## src/lsq_pkg.sv

```systemverilog
package lsq_pkg;

    typedef logic [31:0] word_t;
    typedef logic [5:0]  rob_idx_t;
    typedef logic [5:0]  preg_t;
    typedef logic [4:0]  areg_t;
    typedef logic [5:0]  lsq_idx_t;   // caps the queue at 64 slots
    typedef logic [6:0]  opcode_t;
    typedef logic [2:0]  funct3_t;

    localparam opcode_t op_b_load  = 7'b0000011;
    localparam opcode_t op_b_store = 7'b0100011;

    localparam funct3_t load_f3_lb  = 3'b000;
    localparam funct3_t load_f3_lh  = 3'b001;
    localparam funct3_t load_f3_lw  = 3'b010;
    localparam funct3_t load_f3_lbu = 3'b100;
    localparam funct3_t load_f3_lhu = 3'b101;

    localparam funct3_t store_f3_sb = 3'b000;
    localparam funct3_t store_f3_sh = 3'b001;
    localparam funct3_t store_f3_sw = 3'b010;

    typedef struct packed {
        logic     valid;
        word_t    inst;
        opcode_t  opcode;
        funct3_t  funct3;
        preg_t    pd;
        rob_idx_t rob;
        areg_t    rd;
    } dispatch_t;

    typedef struct packed {
        logic     valid;
        lsq_idx_t idx;
        word_t    rs1_rdata;
        word_t    rs2_rdata;
        word_t    imm;
    } agu_req_t;

    typedef struct packed {
        logic     valid;
        lsq_idx_t idx;
        word_t    addr;
        word_t    store_wdata;
        word_t    rs1_rdata;
        word_t    rs2_rdata;
    } agu_res_t;

    typedef struct packed {
        logic       valid;
        logic       addr_ready;
        word_t      inst;
        opcode_t    opcode;
        funct3_t    funct3;
        preg_t      pd;
        rob_idx_t   rob;
        areg_t      rd;
        word_t      addr;
        logic [1:0] shift_bits;  // byte offset inside the word
        word_t      store_wdata;
        word_t      rs1_rdata;
        word_t      rs2_rdata;
        logic [3:0] rmask;
        logic [3:0] wmask;
        word_t      wdata;       // store data moved to its byte lanes
    } lsq_entry_t;

    typedef struct packed {
        word_t      addr;
        logic [3:0] rmask;
        logic [3:0] wmask;
        word_t      wdata;
    } dreq_t;

    typedef struct packed {
        logic       valid;
        rob_idx_t   rob_idx;
        preg_t      pd_s;
        areg_t      rd_s;
        word_t      rd_v;
        word_t      inst;
        word_t      addr;
        logic [3:0] rmask;
        logic [3:0] wmask;
        word_t      rdata;
        word_t      wdata;
        word_t      rs1_rdata;
        word_t      rs2_rdata;
    } cdb_t;

    typedef struct packed {
        logic       cyc;
        logic       stb;
        logic       we;
        word_t      adr;
        logic [3:0] sel;
        word_t      dat;
    } wb_m2s_t;

    typedef struct packed {
        logic  ack;
        word_t dat;
    } wb_s2m_t;

endpackage

```

## src/dmem_wb_master.sv

```systemverilog
`timescale 1ns/10ps

module dmem_wb_master
import lsq_pkg::*;
(
    input  logic    clk,
    input  logic    rst,
    input  dreq_t   dreq,
    output wb_m2s_t wb_o,
    input  wb_s2m_t wb_i,
    output word_t   data_in,
    output logic    data_valid
);

    typedef enum logic {
        idle,
        busy
    } bus_state_t;

    bus_state_t state;
    dreq_t      req_q;
    logic       req_present;

    assign req_present = (|dreq.rmask) || (|dreq.wmask);

    always_ff @(posedge clk) begin
        if (rst) begin
            state <= idle;
        end else begin
            case (state)
                idle:    if (req_present) state <= busy;
                busy:    if (wb_i.ack) state <= idle;  // cyc drops the cycle after ack
                default: state <= idle;
            endcase
        end
    end

    always_ff @(posedge clk) begin
        if (state == idle && req_present) begin
            req_q <= dreq;  // bus fields stay put while busy
        end
    end

    always_comb begin
        wb_o.cyc = (state == busy);
        wb_o.stb = (state == busy);
        wb_o.we  = |req_q.wmask;
        wb_o.adr = req_q.addr;
        wb_o.sel = (|req_q.wmask) ? req_q.wmask : req_q.rmask;
        wb_o.dat = req_q.wdata;
    end

    assign data_in    = wb_i.dat;
    assign data_valid = (state == busy) && wb_i.ack;

    // the queue must hold its head request for the whole bus cycle
    a_req_held: assert property (@(posedge clk) disable iff (rst)
        (state == busy) |-> (dreq == req_q));

endmodule

```

## config.mk

```make
export PLATFORM = sky130hd
export DESIGN_NAME = dmem_wb_master
export DESIGN_NICKNAME = d
export VERILOG_FILES = /design/src/lsq_pkg.sv /design/src/dmem_wb_master.sv
export SDC_FILE = /design/constraint.sdc
export NUM_CORES = 1
export LEC_CHECK = 0
export BUFFER_PORTS_ARGS = -buffer_cell sky130_fd_sc_hd__buf_2
export CAP_MARGIN = 5
export CORE_UTILIZATION = 30
export DETAILED_ROUTE_END_ITERATION = 10
export GPL_ROUTABILITY_DRIVEN = 0
export PLACE_DENSITY_LB_ADDON = 0.15
export SETUP_SLACK_MARGIN = 0.15
export SYNTH_ARGS = -nofsm -noshare
export SYNTH_HDL_FRONTEND = slang
export SYNTH_SLANG_ARGS = --single-unit
```

## constraint.sdc

```tcl
create_clock -name clk -period 6.96 [get_ports clk]
set_input_delay 0.348 -clock clk [delete_from_list [all_inputs] [get_ports clk]]
set_output_delay 0.348 -clock clk [all_outputs]
set_load 0.02 [all_outputs]
```

==> metrics.md <==
| Metric | Value |
|---|---|
| Outcome | `finished clean` |
| Sequential share of the synthesized area | `0.725` |
| Maximum clock path buffer count | `2` |
| CP Max Fanout | `5` |
| Die area | `10,400 µm²` |
| Relative slew margins | `0.396` |
| Total length of routed wires | `5.30 mm` |
| Syn Area/Cell | `16.4 µm²` |
| Yosys warns | `0` |
| Drt pass-1 iters | `3` |
| Clk pin slew, worst setup/hold paths | `80 ps` |
| Inserted Diodes | `0` |
| Resize count post-CTS | `0` |
| RSZ-0062 raised after global routing | `no` |
| Total of max-cap violations | `0` |
| Fin util | `0.351` |
| WHS | `163 ps` |
| Top Family by Delay on Critical Path | `flip-flops` |
| Placed cells | `365` |
| Worst EP arrival | `roughly 1500 ps` |
| Die X | `102 µm` |
| Insertion delay to the later sink of the worst-skew pair | `330 ps` |
| Port Buffer Count | `146` |
| Buf/Inv on CP | `1` |
| Final Max Tran Viols | `0` |
| Max IR drop VDD | `113 µV` |
| Die Y | `between 100 and 150 µm` |
| CTS tree | `done` |
| Ordered cell list for the critical path | `nor4_4 > a21o_1 > buf_2` |
| DR iter-0 viols | `45` |
| R2R Setup Slk | `between 5000 and 6000 ps` |
| CP Class | `flip-flop to output pin` |
| Largest net degree at the start of global routing | `73` |
| Crit path required time | `6610 ps` |
| Via count | `1,464` |
| Fin Setup TNS | `0 ps` |
| Synth-to-Final Area Change | `13.3%` |
| First-pass GRT wire length | `7.47 mm` |
| Netlist cell types | `10` |
| Final hold vios | `0` |
| Syn Std Cell Area | `between 3000 and 4000 µm²` |
| Fmax | `approximately 550 MHz` |
| Fin crit period | `1830 ps` |
| Drt drc | `0` |
| Vias in the first global route | `1,432` |
| Non-Filler Instances | `381` |
| Most frequent cells in the layout | `146 x buf_2, 72 x edfxtp_1, 10 x clkbuf_8, 4 x a21o_1` |
| Setup-failing EPs final | `0` |
| Slowest stage delay, CP | `430 ps` |
| Clock sinks | `73` |
| Commonest non-fill, non-tap cell in the layout | `buf_2` |
| Post-Syn Nets | `290` |
| CTS Buf Count | `9` |
| CORE AREA | `9730 µm²` |
| I/O pins | `211` |
| Ratio of cells with drive above 1 in the final layout | `0.657` |
| Total grt overflow | `0` |
| FP Rows | `36` |
| Routed len/inst | `~14 µm` |
| Slew @ Worst Pin | `906 ps` |
| Hold WC Path Type | `input port to flip-flop` |
| Crit start category | `flip-flop` |
| Flops & latches, synth | `73` |
| Leak pwr | `1.45 nW` |
| Tot GR Track Use | `0.102` |
| Pwr per Cell Area | `292 nW/µm²` |
| Setup Skew | `9.47 ps` |
| Via density | `3.84` |
| Setup Fix Bufs, Post-CTS | `0` |
| CTS hold repair buffers | `0` |
| Tcrit/Tclk final | `0.263` |
| Post-DRT Antenna Nets | `0` |
| Initial core utilization | `0.309` |
| Final net count | `350` |
| Initial antenna violation count | `0` |
| CTS Root Cell | `clkbuf_8` |
| H-tree depth | `3` |
| Slowest-stage cell, CP | `edfxtp_1` |
| Syn Inst Count | `183` |
| Setup crit end kind | `output pin` |
cell families (layout without fill, tap and decap cells):
family	after synthesis	count (layout)	synth area share
buffers and inverters	100	165	0.247
flip-flops	73	73	0.725
AO/OA/AOI/OAI	6	6	0.0146
AND/OR/NAND/NOR	4	4	0.0133
path summary, 6_finish.rpt:
check        startpoint        to  cells after the start
max           req_q[34]  wb_o[33]                      3
min                 rst     state                      2
max reg2reg       state  wb_o[53]                      2
min reg2reg       state     state                      2
synthesized netlist by cell type:
| cell | number | share of area |
|---|---|---|
| a21o_1 | 4 | 0.010 |
| a21oi_1 | 1 | 0.0017 |
| a311oi_1 | 1 | 0.0029 |
| and2_1 | 1 | 0.0021 |
| buf_4 | 98 | 0.24 |
| dfxtp_1 | 1 | 0.0067 |
| edfxtp_1 | 72 | 0.72 |
| inv_1 | 2 | 0.0025 |
| nor4_1 | 2 | 0.0042 |
| nor4_4 | 1 | 0.0071 |
per-layer routing:
layer,wire length (µm),vias up,GRT usage
met5,0,-,0
met4,291,0,0.0945
met3,632,31,0.0506
met2,2500,97,0.147
met1,1870,672,0.108
li1,-,664,-
where the power goes:
group	total, mW	internal, mW	switching [mW]	leakage, nW
Sequential	0.527	0.519	0.00826	0.725
Clock	0.368	0.213	0.155	0.107
Combinational	0.101	0.0356	0.0651	0.623
Total	0.996	0.768	0.228	1.45
cell type report:
cell class / instances / area, µm²
flip-flops and latches: 73 / 2180
clock inverters: 4 / 76.3
repair buffers: 147 / 738
fillers: 1006 / 6320
multi-input cells: 10 / 95.1
clock buffers: 12 / 145
inverters: 2 / 7.51
well taps: 133 / 166
state kept, by name, summed over array words and instances (netlist names):
signal and cells:
state 1, req_q 8, wb_o 64
metrics by stage:
stage               worst slack, ps  cell area [µm²]  power, mW
floorplan                      2520             3010      0.650
global placement               5010             3190      0.640
detailed placement             4960             3190      0.641
CTS                            5090             3410       1.01
global route                   5010             3410       1.04
finish                         5130             3410      0.996
Note: power is estimated with default switching activity, not from simulation.
