===== src/lsq_pkg.sv =====
package lsq_pkg;

    typedef logic [31:0] word_t;
    typedef logic [5:0]  rob_idx_t;
    typedef logic [5:0]  preg_t;
    typedef logic [4:0]  areg_t;
    typedef logic [5:0]  lsq_idx_t;   // caps the queue at 64 slots
    typedef logic [6:0]  opcode_t;
    typedef logic [2:0]  funct3_t;

    localparam opcode_t op_b_load  = 7'b0000011;
    localparam opcode_t op_b_store = 7'b0100011;

    localparam funct3_t load_f3_lb  = 3'b000;
    localparam funct3_t load_f3_lh  = 3'b001;
    localparam funct3_t load_f3_lw  = 3'b010;
    localparam funct3_t load_f3_lbu = 3'b100;
    localparam funct3_t load_f3_lhu = 3'b101;

    localparam funct3_t store_f3_sb = 3'b000;
    localparam funct3_t store_f3_sh = 3'b001;
    localparam funct3_t store_f3_sw = 3'b010;

    typedef struct packed {
        logic     valid;
        word_t    inst;
        opcode_t  opcode;
        funct3_t  funct3;
        preg_t    pd;
        rob_idx_t rob;
        areg_t    rd;
    } dispatch_t;

    typedef struct packed {
        logic     valid;
        lsq_idx_t idx;
        word_t    rs1_rdata;
        word_t    rs2_rdata;
        word_t    imm;
    } agu_req_t;

    typedef struct packed {
        logic     valid;
        lsq_idx_t idx;
        word_t    addr;
        word_t    store_wdata;
        word_t    rs1_rdata;
        word_t    rs2_rdata;
    } agu_res_t;

    typedef struct packed {
        logic       valid;
        logic       addr_ready;
        word_t      inst;
        opcode_t    opcode;
        funct3_t    funct3;
        preg_t      pd;
        rob_idx_t   rob;
        areg_t      rd;
        word_t      addr;
        logic [1:0] shift_bits;  // byte offset inside the word
        word_t      store_wdata;
        word_t      rs1_rdata;
        word_t      rs2_rdata;
        logic [3:0] rmask;
        logic [3:0] wmask;
        word_t      wdata;       // store data moved to its byte lanes
    } lsq_entry_t;

    typedef struct packed {
        word_t      addr;
        logic [3:0] rmask;
        logic [3:0] wmask;
        word_t      wdata;
    } dreq_t;

    typedef struct packed {
        logic       valid;
        rob_idx_t   rob_idx;
        preg_t      pd_s;
        areg_t      rd_s;
        word_t      rd_v;
        word_t      inst;
        word_t      addr;
        logic [3:0] rmask;
        logic [3:0] wmask;
        word_t      rdata;
        word_t      wdata;
        word_t      rs1_rdata;
        word_t      rs2_rdata;
    } cdb_t;

    typedef struct packed {
        logic       cyc;
        logic       stb;
        logic       we;
        word_t      adr;
        logic [3:0] sel;
        word_t      dat;
    } wb_m2s_t;

    typedef struct packed {
        logic  ack;
        word_t dat;
    } wb_s2m_t;

endpackage


===== src/mem_agu.sv =====
`timescale 1ns/10ps

module mem_agu
import lsq_pkg::*;
#(
    parameter int QUEUE_DEPTH = 16
) (
    input  logic     clk,
    input  logic     rst,
    input  agu_req_t req,
    output agu_res_t res
);

    word_t eff_addr;

    assign eff_addr = req.rs1_rdata + req.imm;  // base plus sign-extended imm

    always_ff @(posedge clk) begin
        if (rst) begin
            res.valid <= 1'b0;
        end else begin
            res.valid <= req.valid;
        end
        if (req.valid) begin
            res.idx         <= req.idx;
            res.addr        <= eff_addr;
            res.store_wdata <= req.rs2_rdata;
            res.rs1_rdata   <= req.rs1_rdata;
            res.rs2_rdata   <= req.rs2_rdata;
        end
    end

    // the slot index comes from dispatch and must name a real queue entry
    a_idx_in_range: assert property (@(posedge clk) disable iff (rst)
        req.valid |-> (req.idx < QUEUE_DEPTH));

endmodule


===== config.mk =====
export PLATFORM = sky130hd
export DESIGN_NAME = mem_agu
export DESIGN_NICKNAME = d
export VERILOG_FILES = /design/src/lsq_pkg.sv /design/src/mem_agu.sv
export SDC_FILE = /design/constraint.sdc
export NUM_CORES = 1
export LEC_CHECK = 0
export BUFFER_PORTS_ARGS = -buffer_cell sky130_fd_sc_hd__buf_2
export CAP_MARGIN = 20
export CELL_PAD_IN_SITES_DETAIL_PLACEMENT = 0
export CELL_PAD_IN_SITES_GLOBAL_PLACEMENT = 1
export CORE_ASPECT_RATIO = 0.6
export CORE_UTILIZATION = 30
export DETAILED_ROUTE_END_ITERATION = 10
export PLACE_DENSITY_LB_ADDON = 0.1
export SYNTH_ARGS = -nofsm -noshare
export SYNTH_HDL_FRONTEND = slang
export SYNTH_SLANG_ARGS = --single-unit

===== constraint.sdc =====
create_clock -name clk -period 6.1 [get_ports clk]
set_input_delay 0.61 -clock clk [delete_from_list [all_inputs] [get_ports clk]]
set_output_delay 0.61 -clock clk [all_outputs]
set_load 0.01 [all_outputs]

==> impl_metrics.ini, run 1 <==
[yosys]
synthArstFlopShare_pct = 0
synthMuxAreaShare_pct = 0.394
synthAdderAreaFrac_pct = 8.03
ys_types = 54
synth-seq-cells = 103
syn_nets = 513
ys_warn_count = 0
synth_area_um2 = 5080
synth_ff_type = edfxtp_1
synthSimpleGateAreaFrac_pct = 6.36
ys_seq_area_share_pct = 60.7
synth_top_family_by_area = compound AO/OA/AOI/OAI gates
synth-xor-area-share_pct = 4.83
synth_edf_count = 102
syn-instance-count = 376
synth_compound_area_share_pct = 13.7
synth.avg_cell_area_um2 = 13.5

[global_routing]
grt_max_degree = 64
grtUsageTotal_pct = 15.0
grt_antenna_before_repair = 1
grt_pass1_wl_um = 19500
grt_pass1_vias = 3387
overflow = 0

[cells_and_area]
finalInstanceArea_um2 = 6580
final_util_pct = 40.1
regMostFlops = res
drive_gt1_share_pct = 44.6
n_antenna_cell = 0
largestRegisters = res x103
areaGrowthSynthToFinish_pct = 29.5
nets = 722
largest_register_ffs = 103

[setup_path]
startpoint_type = input pin
slowest_delay_ns = 0.41
cp_max_fo = 4
cp.buffers_inverters = 1
worstSetupPathType = input pin to flop
worst_path_max_delay_cell = fa_1
path_cells = buf_2 > ha_1 > fa_1 > a21o_1 > a31o_1 > nand2_1 > o221ai_1 > a311oi_1 > o21bai_1 > xor2_1
cp-startpoint = req[0]
worst_path_dominant_cell_family = compound AO/OA/AOI/OAI gates
cp.required_ns = 6.19
critPathArrivalTime_ns = 2.75
crit_path_end_kind = flop

[clocking]
cts_sinks = 103
numCtsBuffers = 9
post_cts_resized = 0
cts_setup_buffers = 0
clk_pin_slew_ns = 0.08
cts_root_buf = clkbuf_16
h-tree-depth = 3
hold_buffers = 0
cts_tree = yes
clk_path_buf_depth = 2

[placement]
gp_congestion = 0.765
io_buffers = 239
place_ws_ns = 3.09
place_area_um2 = 6290
place_hpwl_um = 10700

[sta]
maxSlewViolCount = 0
period_needed_ns = 2.66
slew_headroom_pct = 43.0
layout_setup_ws_ns = 3.44
finalHoldViolCount = 0
rsz0062_at_grt = false
fmax_mhz = 376
min_period_over_period_pct = 43.6
finalSetupViolCount = 0
tightestPinTransition_ns = 0.855
fin_tns_setup_ns = 0

[pwr]
fin_total_pwr_w = 0.00186
power_leakage_nw = 2.91
irDropWorstVdd_mv = 0.116
p_per_area_nw_per_um2 = 282

[drt]
routedWlPerCell_um = 16.5
drtAntennaViolNets = 0
viasPerCell = 4.53
first_pass_iters = 5
drc = 0
totalWireLength_um = 13500
drt-initial-drc-count = 218
via_count = 3709

[die]
dieArea_um2 = 17500
initial_core_util_pct = 31.0
coreArea_um2 = 16400
fp.dieW_um = 170
ioPinCount = 240
die_h_um = 103
row_count = 36

[hold_path]
hp-start = rst
holdCritPathClass = input pin to flop

[flow_run]
max_cap_viol_count = 0

[run_status]
status = completed
-- stage by stage --
step | std cells | hold slack [ns]
final | 818 | 0.410
after global routing | 818 | 0.391
after CTS | 818 | 0.395
after detailed placement | 802 | 0.770
after global placement | 802 | 0.768
after floorplan | 376 | 0.682
-- where the power goes --
group	internal [W]	leakage, nW	total (W)	switching, W
Clock	0.000287	0.143	0.000572	0.000285
Sequential	0.000869	1.01	0.000890	0.0000209
Combinational	0.000165	1.76	0.000395	0.000230
-- cell families (layout without fill, tap and decap cells) --
logic type | count (synthesis) | after routing
XOR/XNOR | 28 | 28
adder cells (fa/ha/maj) | 32 | 32
multiplexers | 2 | 2
AO/OA/AOI/OAI | 97 | 97
flip-flops | 103 | 103
AND/OR/NAND/NOR | 66 | 66
buffers and inverters | 48 | 262
-- final cells by class --
type	count	area, µm²
clock buffers	9	225
well taps	228	285
fillers	1615	9820
repair buffers	240	1210
clock inverters	7	66.3
multi-input cells	225	1690
flip-flops and latches	103	3080
inverters	6	22.5
-- cells in the final DEF (no fill, tap or decap), types with 9 or more instances in the layout --
master       n
a21o_1      19
a21oi_1     29
buf_2      238
clkbuf_16    9
edfxtp_1   102
ha_1        31
nand2_1     19
nand3_1     10
nor2_1      12
xnor2_1     13
xor2_1      15
-- path summary, 6_finish.rpt --
check | endpoint | slack [ns] | depth (start not counted)
min | res[134]$_SDFF_PP0_ | 0.41 | 2
max | res[122]$_DFFE_PP_ | 3.44 | 10
-- synthesized netlist by cell type (3+ instances only) --
library cell	number	area, µm²
edfxtp_1	102	3060
buf_4	32	240
ha_1	31	388
a21oi_1	29	145
a21o_1	19	143
nand2_1	19	71.3
xor2_1	15	131
xnor2_1	13	114
nor2_1	12	45.0
nand3_1	10	50.1
nand4_1	7	43.8
o21ai_0	7	35.0
o21ai_1	7	35.0
clkbuf_1	6	22.5
inv_1	5	18.8
buf_2	4	20.0
nor3_1	4	20.0
o21bai_1	4	30.0
a211oi_1	3	22.5
a31oi_1	3	18.8
-- per-layer routing --
| metal | vias to the layer above | track usage [%] | share of wire [%] |
|---|---|---|---|
| met1 | 1727 | 21.3 | 49 |
| met4 | 2 | 2.91 | 0.42 |
| met3 | 6 | 5.26 | 8.3 |
| li1 | 1824 | - | - |
| met2 | 150 | 22.0 | 42 |
| met5 | - | 0 | 0.13 |
(Power assumes the default switching activity.)
==> run 2, diff against run 1 <==
clock period = 2.75 ns   (was 6.1 ns; I/O delays follow)
==> impl_metrics.ini, run 2 (synthesized netlist as in run 1, its figures left out) <==
[die]
die_h_um = 103
coreArea_um2 = 16400
ioPinCount = 240
dieArea_um2 = 17500
fp.dieW_um = 170
initial_core_util_pct = 31.0
row_count = 36

[drt]
first_pass_iters = 4
drc = 0
drtAntennaViolNets = 0
via_count = 3808
viasPerCell = 4.58
routedWlPerCell_um = 17.0
drt-initial-drc-count = 158
totalWireLength_um = 14100

[pwr]
p_per_area_nw_per_um2 = 620
power_leakage_nw = 2.97
irDropWorstVdd_mv = 0.254

[setup_path]
cp.required_ns = 2.83
crit_path_end_kind = flop
startpoint_type = input pin
cp_max_fo = 4
worstSetupPathType = input pin to flop
critPathArrivalTime_ns = 2.43

[global_routing]
overflow = 0
grt_antenna_before_repair = 1
grt_max_degree = 44
grt_pass1_vias = 3516
grtUsageTotal_pct = 15.7
grt_pass1_wl_um = 20400

[cells_and_area]
regArea_um2 = 3080
drive_gt1_share_pct = 45.8
largestRegisters = res x103
regMostFlops = res
areaGrowthSynthToFinish_pct = 31.8
finalInstanceArea_um2 = 6690
fillers = 1619
layout_common_cells = 238 x buf_2, 102 x edfxtp_1, 31 x ha_1
nets = 735
largest_register_ffs = 103
layout_commonest_cell = buf_2
n_antenna_cell = 0
multi_input_area_um2 = 1690

[clocking]
clk_path_buf_depth = 2
cts_setup_buffers = 0
numCtsBuffers = 9
cts_sinks = 103
cts_root_buf = clkbuf_16
hold_buffers = 0
cts_tree = yes
post_cts_resized = 0
h-tree-depth = 3
clk_pin_slew_ns = 0.07

[sta]
fin_tns_setup_ns = 0
hold_slack_ns = 0.0796
maxSlewViolCount = 0
finalSetupViolCount = 0
rsz0062_at_grt = false
fmax_mhz = 425
slew_headroom_pct = 62.1
min_period_over_period_pct = 85.5
period_needed_ns = 2.35
tightestPinTransition_ns = 0.555
finalHoldViolCount = 0

[hold_path]
holdCritPathClass = input pin to flop
min_to = res[134]$_SDFF_PP0_
hold_depth = 2
hp-start = rst

[placement]
gp_congestion = 0.808
place_area_um2 = 6400
place_hpwl_um = 11300
io_buffers = 239

[run_status]
status = completed

[flow_run]
max_cap_viol_count = 0
## run 2: changes by cell type in the layout (fill, tap and decap cells not counted), sizes merged
cell	delta
buf	+13
inv	-2
clkinv	+2
## run 2: area by class of cell
type                       instances  area share, %
multi-input combinational        225           25.2
clock inverter                     7           1.07
tap                              228           4.26
timing repair buffer             253           19.7
inverter                           6          0.337
clock buffer                       9           3.37
sequential                       103           46.1
## run 2: worst max-delay path by stage
stage	start	end	slack [ns]	cells past startpoint
2_1_floorplan	req[0]	res[122]$_DFFE_PP_	0.41	9
3_3_place_gp	req[0]	res[126]$_DFFE_PP_	0.13	10
3_5_place_dp	req[64]	res[126]$_DFFE_PP_	0.05	10
4_1_cts	req[64]	res[126]$_DFFE_PP_	0.41	10
5_1_grt	req[64]	res[114]$_DFFE_PP_	0.24	10
6_report	req[64]	res[126]$_DFFE_PP_	0.40	10
## run 2: routing by layer
layer,global-route usage [%],up-vias,wire length (µm)
li1,-,1847,-
met1,22.4,1796,6930
met2,23.2,153,5930
met3,4.95,10,1110
met4,3.53,2,110
met5,0,-,17
## run 2: through the flow
step | total power, W | util [%] | setup slack [ns] | instances
final | 0.00415 | 40.8 | 0.399 | 831
after global routing | 0.00437 | 40.8 | 0.239 | 831
after CTS | 0.00422 | 40.8 | 0.413 | 831
after detailed placement | 0.00293 | 39.0 | 0.0479 | 815
after global placement | 0.00293 | 39.0 | 0.130 | 815
after floorplan | 0.00253 | - | 0.412 | 376
## run 2: critical path, stage by stage
cell      delay [ns]
buf_2           0.12
ha_1            0.23
fa_1            0.42
a21o_1          0.23
a31o_1          0.28
nand2_1         0.09
o221ai_1        0.15
buf_4           0.19
a31oi_1         0.29
o311ai_1        0.16
## run 2: where the power goes
| part | internal [W] | switching [W] |
|---|---|---|
| clock network | 0.000636 | 0.000627 |
| registers | 0.00193 | 0.0000495 |
| logic | 0.000387 | 0.000521 |
| total | 0.00295 | 0.00120 |
==> run 3, diff against run 2 <==
REMOVE_ABC_BUFFERS = 1   (was default)
SKIP_LAST_GASP = 1   (was default)
clock period = 2.8 ns   (was 2.75 ns; I/O delays follow)
==> impl_metrics.ini, run 3 (synthesized netlist as in run 1, its figures left out) <==
[drt]
routedWlPerCell_um = 17.3
via_count = 3735
totalWireLength_um = 14300
viasPerCell = 4.53
drc = 0
drt-initial-drc-count = 196
first_pass_iters = 4
drtAntennaViolNets = 0

[clocking]
clk_path_buf_depth = 2
cts_tree = yes
hold_buffers = 0
cts_sinks = 103
cts_setup_buffers = 0
numCtsBuffers = 9
cts_root_buf = clkbuf_16
clk_pin_slew_ns = 0.07
post_cts_resized = 0
h-tree-depth = 3

[setup_path]
cp-startpoint = req[64]
startpoint_type = input pin
crit_path_end_kind = flop
cp_max_fo = 4
path_cells = buf_2 > ha_1 > fa_1 > a21o_1 > a31o_1 > nand2_1 > o221ai_1 > buf_4 > a31oi_1 > o311ai_1
worst_path_max_delay_cell = fa_1
critPathArrivalTime_ns = 2.49
cp.required_ns = 2.87
slowest_delay_ns = 0.40
worstSetupPathType = input pin to flop

[cells_and_area]
layout_commonest_cell = buf_2
areaGrowthSynthToFinish_pct = 30.7
largest_register_ffs = 103
largestRegisters = res x103
drive_gt1_share_pct = 45.4
regMostFlops = res
final_cells = 825
layout_common_cells = 238 x buf_2, 102 x edfxtp_1, 31 x ha_1
nets = 730
n_antenna_cell = 0
fillers = 1618

[sta]
fmax_mhz = 414
finalSetupViolCount = 0
tightestPinTransition_ns = 0.515
rsz0062_at_grt = false
slew_headroom_pct = 64.8
fin_tns_setup_ns = 0
period_needed_ns = 2.41
maxSlewViolCount = 0
finalHoldViolCount = 0
hold_slack_ns = 0.0971
min_period_over_period_pct = 86.2

[global_routing]
grtUsageTotal_pct = 15.9
grt_antenna_before_repair = 0
overflow = 0
grt_pass1_vias = 3497
grt_max_degree = 49
grt_pass1_wl_um = 20500

[die]
coreArea_um2 = 16400
ioPinCount = 240
fp.dieW_um = 170
dieArea_um2 = 17500
die_h_um = 103
initial_core_util_pct = 31.0
row_count = 36

[placement]
placedCellCount = 810
place_hpwl_um = 11600
io_buffers = 239
gp_congestion = 0.808

[pwr]
power_leakage_nw = 2.94
p_per_area_nw_per_um2 = 608
irDropWorstVdd_mv = 0.295

[hold_path]
hp-start = rst
holdCritPathClass = input pin to flop

[run_status]
status = completed

[flow_run]
max_cap_viol_count = 0
[run 3: layer usage]
layer  GRT usage (%)  share of wire (%)  vias up
li1                -                  -     1844
met1            23.2                 50     1740
met2            22.9                 42      143
met3            4.84                7.4        8
met4            3.95               0.78        0
met5               0                  0        -
[run 3: layout make-up]
| class | count | area [µm²] | area share, % |
|---|---|---|---|
| multi-input cells | 225 | 1690 | 25.4 |
| flip-flops and latches | 103 | 3080 | 46.4 |
| inverters | 6 | 22.5 | 0.339 |
| clock buffers | 9 | 225 | 3.39 |
| repair buffers | 248 | 1280 | 19.3 |
| well taps | 228 | 285 | 4.30 |
| clock inverters | 6 | 53.8 | 0.811 |
[run 3: worst paths after layout]
| path | end | depth (start not counted) |
|---|---|---|
| worst max-delay path | res[126]$_DFFE_PP_ | 10 |
| worst min-delay path | res[134]$_SDFF_PP0_ | 2 |
[run 3: power by group]
part | switching (W) | total [W] | internal [W]
combinational | 0.000515 | 0.000888 | 0.000374
clock | 0.000589 | 0.00120 | 0.000615
sequential | 0.0000489 | 0.00194 | 0.00189
total | 0.00115 | 0.00403 | 0.00288
[run 3: worst max-delay path, delay by kind of cell]
kind / cells / cell delay [ns]
AND/OR/NAND/NOR: 1 / 0.08
adder cells (fa/ha/maj): 2 / 0.62
AO/OA/AOI/OAI: 5 / 1.18
buffers and inverters: 2 / 0.33
[run 3: metrics by stage]
| step | area (µm²) | utilization [%] | total power [W] | worst slack [ns] |
|---|---|---|---|---|
| 6_report | 6640 | 40.5 | 0.00403 | 0.386 |
| 5_1_grt | 6640 | 40.5 | 0.00424 | 0.286 |
| 4_1_cts | 6640 | 40.5 | 0.00410 | 0.411 |
| 3_5_place_dp | 6360 | 38.8 | 0.00287 | 0.0701 |
| 3_3_place_gp | 6360 | 38.8 | 0.00287 | 0.0933 |
| 2_1_floorplan | 4790 | - | 0.00244 | 0.460 |
